===== config.mk =====
export PLATFORM = sky130hd
export DESIGN_NAME = multiCycleMips
export DESIGN_NICKNAME = d
export VERILOG_FILES = /design/src/common/mipsCtrlPkg.sv /design/src/common/mipsIsaPkg.sv /design/src/multiCycleMips.sv /design/src/mipsControl.sv /design/src/mipsDatapath.sv /design/src/mipsRegFile.sv /design/src/mipsAlu.sv
export VERILOG_INCLUDE_DIRS = /design/src /design/src/common
export SDC_FILE = /design/constraint.sdc
export NUM_CORES = 2
export LEC_CHECK = 0
export BUFFER_PORTS_ARGS = -buffer_cell sky130_fd_sc_hd__buf_2
export CAP_MARGIN = 30
export CORE_ASPECT_RATIO = 2
export CORE_MARGIN = 5
export CORE_UTILIZATION = 60
export DETAILED_ROUTE_END_ITERATION = 10
export HOLD_SLACK_MARGIN = 0.02
export PLACE_DENSITY = 0.84
export SETUP_SLACK_MARGIN = 0.02
export SLEW_MARGIN = 20
export SYNTH_ARGS = -nofsm -noshare
export SYNTH_HDL_FRONTEND = slang
export SYNTH_SLANG_ARGS = --single-unit

===== constraint.sdc =====
create_clock -name clk -period 8.74 [get_ports clk]
set_input_delay 0.874 -clock clk [delete_from_list [all_inputs] [get_ports clk]]
set_output_delay 0.874 -clock clk [all_outputs]
set_load 0.05 [all_outputs]

===== src/common/mips_consts.svh =====
`ifndef MIPS_CONSTS_SVH
`define MIPS_CONSTS_SVH

// ---------------------------------------------------------------------------
// core widths
// ---------------------------------------------------------------------------
`define MIPS_XLEN 32           // data and address width
`define MIPS_RADDR 5           // register index width
`define MIPS_NREGS 32

// ---------------------------------------------------------------------------
// program counter
// ---------------------------------------------------------------------------
`define MIPS_RESET_PC 32'h0000_0000
`define MIPS_PC_STEP 32'd4     // one word per fetch

`endif

===== src/common/mipsCtrlPkg.sv =====
package mipsCtrlPkg;

   // controller sequence
   typedef enum logic [4:0] {
      rst,
      fetch1,
      fetch2,
      fetch3,
      decode,
      exAluR,
      exAluI,
      exLw1,
      exLw2,
      exLw3,
      exLw4,
      exLw5,
      exSw1,
      exSw2,
      exSw3,
      exBra1,
      exBra2,
      exJump,
      halt        // unknown opcode, never left
   } ctrlState_e;

   typedef enum logic [3:0] {
      opAdd  = 4'h0,
      opSub  = 4'h1,
      opSlt  = 4'h2,
      opSltu = 4'h3,
      opAnd  = 4'h4,
      opOr   = 4'h5,
      opNor  = 4'h6,
      opXor  = 4'h7,
      opLui  = 4'h8
   } aluOp_e;

   typedef enum logic {srcPc = 1'b0, srcRegA = 1'b1} aluSrcA_e;

   typedef enum logic [1:0] {
      srcRegB     = 2'b00,
      srcFour     = 2'b01,
      srcImm      = 2'b10,
      srcImmShift = 2'b11   // branch offset in words
   } aluSrcB_e;

   typedef enum logic {marPc = 1'b0, marAlu = 1'b1} marSrc_e;

endpackage


===== src/common/mipsIsaPkg.sv =====
`include "mips_consts.svh"

package mipsIsaPkg;

   typedef logic [`MIPS_XLEN-1:0] word_t;
   typedef logic [`MIPS_RADDR-1:0] regIdx_t;

   // primary opcode, ir[31:26]
   typedef enum logic [5:0] {
      rFormat = 6'b000000,
      jump    = 6'b000010,
      beq     = 6'b000100,
      bne     = 6'b000101,
      addi    = 6'b001000,
      addiu   = 6'b001001,
      slti    = 6'b001010,
      sltiu   = 6'b001011,
      andi    = 6'b001100,
      ori     = 6'b001101,
      xori    = 6'b001110,
      lui     = 6'b001111,
      lw      = 6'b100011,
      sw      = 6'b101011
   } opcode_e;

   // R-format function field, ir[5:0]
   typedef enum logic [5:0] {
      fAdd  = 6'b100000,
      fAddu = 6'b100001,
      fSub  = 6'b100010,
      fSubu = 6'b100011,
      fAnd  = 6'b100100,
      fOr   = 6'b100101,
      fXor  = 6'b100110,
      fNor  = 6'b100111,
      fSlt  = 6'b101010,
      fSltu = 6'b101011
   } funct_e;

endpackage


===== src/multiCycleMips.sv =====
module multiCycleMips
   import mipsIsaPkg::*, mipsCtrlPkg::*;
(
   input  logic  clk,
   input  logic  reset,
   input  word_t memReadData,
   output word_t memAddr,
   output word_t memWriteData,
   output logic  memRead,
   output logic  memWrite
);

   word_t    ir;
   logic     aluZero;
   logic     pcWrite, pcJump, irWrite, abWrite, mdrWrite, marWrite, regWrite;
   logic     signExt, memToReg, regDst;
   logic     setRead, clrRead, setWrite, clrWrite;
   marSrc_e  marSel;
   aluSrcA_e aluSelA;
   aluSrcB_e aluSelB;
   aluOp_e   aluOp;

   mipsControl ctrl0 (
      .clk      (clk),
      .reset    (reset),
      .ir       (ir),
      .aluZero  (aluZero),
      .pcWrite  (pcWrite),
      .pcJump   (pcJump),
      .irWrite  (irWrite),
      .abWrite  (abWrite),
      .mdrWrite (mdrWrite),
      .marWrite (marWrite),
      .regWrite (regWrite),
      .marSel   (marSel),
      .aluSelA  (aluSelA),
      .aluSelB  (aluSelB),
      .signExt  (signExt),
      .aluOp    (aluOp),
      .memToReg (memToReg),
      .regDst   (regDst),
      .setRead  (setRead),
      .clrRead  (clrRead),
      .setWrite (setWrite),
      .clrWrite (clrWrite)
   );

   mipsDatapath dp0 (
      .clk          (clk),
      .reset        (reset),
      .pcWrite      (pcWrite),
      .pcJump       (pcJump),
      .irWrite      (irWrite),
      .abWrite      (abWrite),
      .mdrWrite     (mdrWrite),
      .marWrite     (marWrite),
      .regWrite     (regWrite),
      .marSel       (marSel),
      .aluSelA      (aluSelA),
      .aluSelB      (aluSelB),
      .signExt      (signExt),
      .aluOp        (aluOp),
      .memToReg     (memToReg),
      .regDst       (regDst),
      .setRead      (setRead),
      .clrRead      (clrRead),
      .setWrite     (setWrite),
      .clrWrite     (clrWrite),
      .ir           (ir),
      .aluZero      (aluZero),
      .memAddr      (memAddr),
      .memWriteData (memWriteData),
      .memReadData  (memReadData),
      .memRead      (memRead),
      .memWrite     (memWrite)
   );

endmodule


===== src/mipsControl.sv =====
module mipsControl
   import mipsIsaPkg::*, mipsCtrlPkg::*;
(
   input  logic     clk,
   input  logic     reset,
   input  word_t    ir,
   input  logic     aluZero,
   output logic     pcWrite,
   output logic     pcJump,
   output logic     irWrite,
   output logic     abWrite,
   output logic     mdrWrite,
   output logic     marWrite,
   output logic     regWrite,
   output marSrc_e  marSel,
   output aluSrcA_e aluSelA,
   output aluSrcB_e aluSelB,
   output logic     signExt,
   output aluOp_e   aluOp,
   output logic     memToReg,
   output logic     regDst,
   output logic     setRead,
   output logic     clrRead,
   output logic     setWrite,
   output logic     clrWrite
);

   ctrlState_e state, nextState;
   opcode_e    opcode;
   funct_e     funct;
   aluOp_e     rAluOp, iAluOp;
   logic       iSignExt;
   logic       branchTaken;
   logic       goFetch;      // load MAR with PC and start the next fetch

   assign opcode = opcode_e'(ir[31:26]);
   assign funct  = funct_e'(ir[5:0]);

   // beq and bne are the only opcodes reaching exBra1
   assign branchTaken = (opcode == beq) ? aluZero : !aluZero;

   always_ff @(posedge clk) begin
      if (reset) state <= rst;
      else state <= nextState;
   end

   // ---------------------------------------------------------------------------
   // ALU operation and immediate extension per instruction
   // ---------------------------------------------------------------------------
   always_comb begin
      case (funct)
         fAdd, fAddu: rAluOp = opAdd;
         fSub, fSubu: rAluOp = opSub;
         fAnd:        rAluOp = opAnd;
         fOr:         rAluOp = opOr;
         fXor:        rAluOp = opXor;
         fNor:        rAluOp = opNor;
         fSlt:        rAluOp = opSlt;
         fSltu:       rAluOp = opSltu;
         default:     rAluOp = opAdd;
      endcase
   end

   always_comb begin
      iSignExt = 1'b0;   // logic immediates and sltiu zero-extend
      case (opcode)
         addi, addiu: begin
            iAluOp   = opAdd;
            iSignExt = 1'b1;
         end
         slti: begin
            iAluOp   = opSlt;
            iSignExt = 1'b1;
         end
         sltiu:   iAluOp = opSltu;
         andi:    iAluOp = opAnd;
         ori:     iAluOp = opOr;
         xori:    iAluOp = opXor;
         lui:     iAluOp = opLui;
         default: iAluOp = opAdd;
      endcase
   end

   // ---------------------------------------------------------------------------
   // state machine
   // ---------------------------------------------------------------------------
   always_comb begin
      nextState = state;
      goFetch   = 1'b0;
      pcWrite   = 1'b0;
      pcJump    = 1'b0;
      irWrite   = 1'b0;
      abWrite   = 1'b0;
      mdrWrite  = 1'b0;
      marWrite  = 1'b0;
      regWrite  = 1'b0;
      setRead   = 1'b0;
      clrRead   = 1'b0;
      setWrite  = 1'b0;
      clrWrite  = 1'b0;
      marSel    = marPc;
      aluSelA   = srcPc;
      aluSelB   = srcRegB;
      aluOp     = opAdd;
      signExt   = 1'b0;
      memToReg  = 1'b0;
      regDst    = 1'b0;

      case (state)
         rst:    goFetch = 1'b1;
         fetch1: nextState = fetch2;
         fetch2: nextState = fetch3;
         fetch3: begin         // word is on the bus by now
            irWrite   = 1'b1;
            pcWrite   = 1'b1;
            clrRead   = 1'b1;
            aluSelB   = srcFour;
            nextState = decode;
         end
         decode: begin
            abWrite = 1'b1;
            case (opcode)
               rFormat: begin
                  case (funct)
                     fAdd, fAddu, fSub, fSubu, fAnd, fOr, fXor, fNor, fSlt, fSltu:
                        nextState = exAluR;
                     default: nextState = halt;
                  endcase
               end
               addi, addiu, slti, sltiu, andi, ori, xori, lui: nextState = exAluI;
               lw:       nextState = exLw1;
               sw:       nextState = exSw1;
               beq, bne: nextState = exBra1;
               jump:     nextState = exJump;
               default:  nextState = halt;
            endcase
         end
         exAluR: begin
            regWrite = 1'b1;
            aluSelA  = srcRegA;
            aluOp    = rAluOp;
            regDst   = 1'b1;
            goFetch  = 1'b1;
         end
         exAluI: begin
            regWrite = 1'b1;
            aluSelA  = srcRegA;
            aluSelB  = srcImm;
            aluOp    = iAluOp;
            signExt  = iSignExt;
            goFetch  = 1'b1;
         end
         exLw1, exSw1: begin      // effective address into MAR
            aluSelA  = srcRegA;
            aluSelB  = srcImm;
            signExt  = 1'b1;
            marSel   = marAlu;
            marWrite = 1'b1;
            setRead  = (state == exLw1);
            setWrite = (state == exSw1);
            nextState = (state == exLw1) ? exLw2 : exSw2;
         end
         exLw2: nextState = exLw3;
         exLw3: nextState = exLw4;
         exLw4: begin
            clrRead   = 1'b1;
            mdrWrite  = 1'b1;
            nextState = exLw5;
         end
         exLw5: begin
            regWrite = 1'b1;
            memToReg = 1'b1;
            goFetch  = 1'b1;
         end
         exSw2: begin
            clrWrite  = 1'b1;   // single write cycle
            nextState = exSw3;
         end
         exSw3: goFetch = 1'b1;
         exBra1: begin
            aluSelA = srcRegA;
            aluOp   = opSub;
            if (branchTaken) nextState = exBra2;
            else goFetch = 1'b1;
         end
         exBra2: begin          // pc already holds pc+4
            aluSelB   = srcImmShift;
            signExt   = 1'b1;
            pcWrite   = 1'b1;
            marSel    = marAlu;
            marWrite  = 1'b1;
            setRead   = 1'b1;
            nextState = fetch1;
         end
         exJump: begin
            pcJump    = 1'b1;
            marWrite  = 1'b1;
            setRead   = 1'b1;
            nextState = fetch1;
         end
         halt:    nextState = halt;
         default: nextState = halt;
      endcase

      if (goFetch) begin
         marSel    = marPc;
         marWrite  = 1'b1;
         setRead   = 1'b1;
         nextState = fetch1;
      end
   end

   // ---------------------------------------------------------------------------
   // checks
   // ---------------------------------------------------------------------------
   memReadWriteExclusive: assert property (@(posedge clk) disable iff (reset)
      !(setRead && setWrite));

   haltIsFinal: assert property (@(posedge clk) disable iff (reset)
      state == halt |=> state == halt);

endmodule


===== src/mipsDatapath.sv =====
`include "mips_consts.svh"

module mipsDatapath
   import mipsIsaPkg::*, mipsCtrlPkg::*;
(
   input  logic     clk,
   input  logic     reset,
   input  logic     pcWrite,
   input  logic     pcJump,
   input  logic     irWrite,
   input  logic     abWrite,
   input  logic     mdrWrite,
   input  logic     marWrite,
   input  logic     regWrite,
   input  marSrc_e  marSel,
   input  aluSrcA_e aluSelA,
   input  aluSrcB_e aluSelB,
   input  logic     signExt,
   input  aluOp_e   aluOp,
   input  logic     memToReg,
   input  logic     regDst,
   input  logic     setRead,
   input  logic     clrRead,
   input  logic     setWrite,
   input  logic     clrWrite,
   output word_t    ir,
   output logic     aluZero,
   output word_t    memAddr,
   output word_t    memWriteData,
   input  word_t    memReadData,
   output logic     memRead,
   output logic     memWrite
);

   word_t pc, regA, regB, mar, mdr;
   word_t rfA, rfB;
   word_t immExt, jumpTarget;
   word_t aluA, aluB, aluResult;

   // ---------------------------------------------------------------------------
   // operand forming
   // ---------------------------------------------------------------------------
   assign immExt     = signExt ? {{16{ir[15]}}, ir[15:0]} : {16'h0000, ir[15:0]};
   assign jumpTarget = {pc[31:28], ir[25:0], 2'b00};   // stays in the current region

   assign aluA = (aluSelA == srcRegA) ? regA : pc;

   always_comb begin
      case (aluSelB)
         srcRegB:     aluB = regB;
         srcFour:     aluB = `MIPS_PC_STEP;
         srcImm:      aluB = immExt;
         srcImmShift: aluB = immExt << 2;
         default:     aluB = regB;
      endcase
   end

   // ---------------------------------------------------------------------------
   // architectural registers
   // ---------------------------------------------------------------------------
   always_ff @(posedge clk) begin
      if (reset)
         pc <= `MIPS_RESET_PC;
      else if (pcWrite)
         pc <= aluResult;
      else if (pcJump)
         pc <= jumpTarget;
   end

   always_ff @(posedge clk) begin
      if (irWrite) ir <= memReadData;
      if (mdrWrite) mdr <= memReadData;
      if (abWrite) begin
         regA <= rfA;
         regB <= rfB;
      end
      if (marWrite)
         mar <= pcJump ? jumpTarget : (marSel == marAlu) ? aluResult : pc;
   end

   // memory strobes, clear wins over set
   always_ff @(posedge clk) begin
      if (reset || clrRead) memRead <= 1'b0;
      else if (setRead) memRead <= 1'b1;

      if (reset || clrWrite) memWrite <= 1'b0;
      else if (setWrite) memWrite <= 1'b1;
   end

   assign memAddr      = mar;
   assign memWriteData = regB;   // sw data from rt

   mipsAlu alu0 (
      .op     (aluOp),
      .a      (aluA),
      .b      (aluB),
      .result (aluResult),
      .zero   (aluZero)
   );

   mipsRegFile rf0 (
      .clk       (clk),
      .write     (regWrite),
      .rs        (ir[25:21]),
      .rt        (ir[20:16]),
      .rd        (ir[15:11]),
      .regDst    (regDst),
      .memToReg  (memToReg),
      .aluResult (aluResult),
      .mdr       (mdr),
      .rdA       (rfA),
      .rdB       (rfB)
   );

   // PC has one source per cycle
   pcSourceOne: assert property (@(posedge clk) disable iff (reset)
      !(pcWrite && pcJump));

endmodule


===== src/mipsRegFile.sv =====
`include "mips_consts.svh"

module mipsRegFile
   import mipsIsaPkg::*;
(
   input  logic    clk,
   input  logic    write,
   input  regIdx_t rs,
   input  regIdx_t rt,
   input  regIdx_t rd,
   input  logic    regDst,
   input  logic    memToReg,
   input  word_t   aluResult,
   input  word_t   mdr,
   output word_t   rdA,
   output word_t   rdB
);

   word_t   regs [`MIPS_NREGS];
   regIdx_t wrIdx;
   word_t   wrData;

   // write-back selection
   assign wrIdx  = regDst ? rd : rt;          // R-format targets rd
   assign wrData = memToReg ? mdr : aluResult;

   always_ff @(posedge clk) begin
      if (write && wrIdx != '0)
         regs[wrIdx] <= wrData;
   end

   // register 0 is hardwired
   assign rdA = (rs == '0) ? '0 : regs[rs];
   assign rdB = (rt == '0) ? '0 : regs[rt];

endmodule


===== src/mipsAlu.sv =====
`include "mips_consts.svh"

module mipsAlu
   import mipsIsaPkg::*, mipsCtrlPkg::*;
(
   input  aluOp_e op,
   input  word_t  a,
   input  word_t  b,
   output word_t  result,
   output logic   zero
);

   logic               sub;
   word_t              bIn;
   logic [`MIPS_XLEN:0] sum;   // extra bit is the carry out
   logic               ovf;
   logic               lessS;
   logic               lessU;

   // single adder, b inverted plus carry-in for everything but add
   assign sub = (op != opAdd);
   assign bIn = sub ? ~b : b;
   assign sum = {1'b0, a} + {1'b0, bIn} + {{`MIPS_XLEN{1'b0}}, sub};

   // a - b overflows when signs differ and the result sign flips
   assign ovf   = (a[`MIPS_XLEN-1] != b[`MIPS_XLEN-1]) &&
                  (a[`MIPS_XLEN-1] != sum[`MIPS_XLEN-1]);
   assign lessS = ovf ^ sum[`MIPS_XLEN-1];
   assign lessU = !sum[`MIPS_XLEN];   // borrow

   always_comb begin
      case (op)
         opAdd, opSub: result = sum[`MIPS_XLEN-1:0];
         opSlt:        result = word_t'(lessS);
         opSltu:       result = word_t'(lessU);
         opAnd:        result = a & b;
         opOr:         result = a | b;
         opNor:        result = ~(a | b);
         opXor:        result = a ^ b;
         opLui:        result = {b[15:0], 16'h0000};
         default:      result = '0;
      endcase
   end

   assign zero = (result == '0);

endmodule


==> results by group <==
CTS
  – CTS Buf Count: 100
  – Clock transition at path regs: 80 ps
  – Worst-Skew Late Latency: 730 ps
  – Post-CTS Hold Fix Bufs: 0
  – Postcts setup bufs: 0
  – CTS max path bufs: 3
  – CTS H-Tree Depth: 3
  – Root buf cell: clkbuf_16
  – CTS sink count: 1,223
  – CTS tree: yes
  – CTS-repair resized insts: 0

STA
  – Fmax: 122.0 MHz
  – Hold Violations, Final: 0
  – Unrepaired setup endpoints after global routing: false
  – Worst Tran Pin Value: 1165 ps
  – Hold Worst Slack: 331.2 ps
  – Minimum clock period after layout: 8197 ps
  – Final slew viol count: 0
  – Final worst-path cycle share: 93.78%
  – Final setup viols: 0
  – Slew Limit Headroom: 22.12%
  – Clock skew: 39.83 ps

Placement
  – Detailed placement HPWL: 135,200 um
  – Routability cong.: 1.152
  – Count of input and output buffers: 99
  – DP Area: 0.06451 mm^2

Synth
  – Synthesized cell area: 0.06150 mm^2
  – Synth Flop Type: edfxtp_1
  – Post-synth EDFFs: 1,184
  – Post-synthesis area per instance: 16.66 um^2
  – Synth cell types: 96
  – Synthesized flop and latch total: 1,223
  – Synth warn: 0
  – Synth Instances: 3,691
  – Sequential fraction of the synthesis area: 59.08%
  – Synth async-reset ratio: 0%

Worst setup path
  – Crit path DAT: 8650 ps
  – Worst Path Buf+Inv: 3
  – CP top delay family: compound AO/OA/AOI/OAI gates
  – Kind of critical path: register to register
  – Slowest cell on crit path: dfxtp_1
  – Largest stage delay, worst path: 770 ps
  – Critical-path cell list: and3b_1, o21ai_0, o31a_1, a21boi_1, buf_4, a222oi_1, xnor2_1, ha_1, a21oi_1, o21a_1, nor2_1, o311ai_4, o211ai_1, a31oi_1, nand3_1, nor2_1, nand4_1, nor4_4, buf_12, mux2i_1, or3b_1, buf_12
  – Critical Path RT: 9200 ps
  – Critical path endpoint category: register
  – Critical path peak fanout: 32
  – Startpoint types: register

Cells and area
  – Fin area: 0.06779 mm^2
  – Layout Nets: 3,943
  – Layout cell share with drive strength beyond 1: 29.97%
  – Synthesis-to-layout area growth: 10.22%

Floorplanning
  – I/O pin cnt: 100
  – DIE WIDTH: 236.4 um
  – Rows: 166
  – Core Footprint: 0.1022 mm^2
  – Die Height: 462.8 um
  – Full die area: 0.1094 mm^2
  – Initial Util: 60.19%

Status
  – Status: finished clean

Route
  – Drt total wl: 221,900 um
  – Initial DRC Count: 6,827
  – Vias: 41,103
  – Final ANT Viol Nets: 0
  – Drt drc: 0
  – WL/cell: 42.26 um
  – First-pass DRT Iterations: 9
  – DR vias/cell: 7.828

Hold path
  – Worst hold path type: input pin to register

Power and ir drop
  – P per Cell Area: 276.4 mW/mm^2
  – IR drop worst, VDD: 0.0001714 V
  – Lkg Pwr: 22.32 nW

Global routing
  – Gr ovfl total: 0
  – Vias in the first global route: 41,958
  – First-pass GRT wire length: 314,900 um
  – Largest net degree at the start of global routing: 133
  – Antenna violations before repair: 25
  – Gr usage total: 40.86%

Run
  – Max-Cap Viols: 0
## final cells by class
type	instances	area, um^2
Inverter	91	341.6
Antenna cell	16	40.04
Fill cell	6429	34400
Tap cell	1344	1682
Clock inverter	43	427.9
Clock buffer	137	2714
Timing Repair Buffer	259	1916
Multi-Input combinational cell	2138	24330
Sequential cell	1223	36330
## cell usage after synthesis (30+ instances only)
cell type / number / area, um^2
a21oi_1: 193 / 965.9
a31oi_1: 31 / 193.9
edfxtp_1: 1184 / 35550
clkbuf_1: 188 / 705.7
nand3_1: 55 / 275.3
xnor2_1: 40 / 350.3
mux2i_1: 67 / 670.6
nor2_1: 235 / 882.1
a211oi_1: 32 / 240.2
nor3_1: 31 / 155.2
mux4_2: 640 / 14410
inv_1: 87 / 326.6
o21ai_0: 98 / 490.5
dfxtp_1: 39 / 780.8
nand2_1: 216 / 810.8
ha_1: 95 / 1189
mux2_2: 30 / 337.8
buf_1: 58 / 217.7
## cell usage in the layout (no fill, tap or decap), types with 87 or more instances in the layout
cell type	n
o21ai_0	93
ha_1	95
buf_4	133
buf_2	101
inv_1	87
clkbuf_16	102
nor2_1	200
mux4_2	640
nand2_1	215
a21oi_1	173
edfxtp_1	1184
## kinds of logic (layout without fill, tap and decap cells)
family                     after synthesis  count (layout)  share of synthesized area, %
DFF                                   1223            1223                         59.08
muxes                                  738             738                         25.10
and+or+nand+nor                        670             670                         5.027
AOI/OAI and AO/OA                      549             549                         5.761
buffers and inverters                  361             530                         2.309
adders and majority gates               96              96                         1.965
xor gates and xnor gates                53              53                        0.7548
other                                    1              48                      0.006097
## state kept, by name, indices dropped and copies added (netlist names)
name,flops
dp0.pc,32
dp0.regA,32
dp0.mdr,32
dp0.memRead,1
dp0.rf0.regs,1024
ctrl0.state,5
dp0.memAddr,32
dp0.memWriteData,32
dp0.ir,32
dp0.memWrite,1
## final timing paths
check	from	to	slack, ps	depth (start not counted)
max	ctrl0.state[4]	dp0.memAddr[23]	540	22
max reg2reg	ctrl0.state[4]	dp0.memAddr[23]	540	22
min reg2reg	dp0.pc[20]	dp0.pc[20]	500	2
min	memReadData[29]	dp0.ir[29]	330	1
## per-stage QoR
step	utilization [%]	instances	TNS (ps)	worst slack, ps	total power [W]
after CTS	66.21	5232	0	700.3	0.01845
after detailed placement	63.13	5052	0	751.5	0.01399
after global routing	66.30	5236	0	349.9	0.01934
after floorplan	-	3722	0	1891	0.01171
final	66.33	5251	0	543.4	0.01873
after global placement	62.95	5037	-2761	-91.30	0.01375
## power breakdown
part	switching (W)	internal (W)	leakage [nW]
Combinational	0.00423	0.00180	9.78
Clock	0.00214	0.00239	1.51
Sequential	0.000190	0.00799	11.0
Total	0.00656	0.0122	22.3
## layer usage
| layer | global-route usage [%] | vias up | wire [um] |
|---|---|---|---|
| met5 | 0 | - | 76 |
| met2 | 64.47 | 4144 | 106200 |
| met4 | 36.92 | 10 | 27520 |
| met3 | 13.46 | 1275 | 27600 |
| met1 | 43.24 | 20227 | 60470 |
| li1 | - | 15447 | - |
Power figures use the tool's default switching activity.
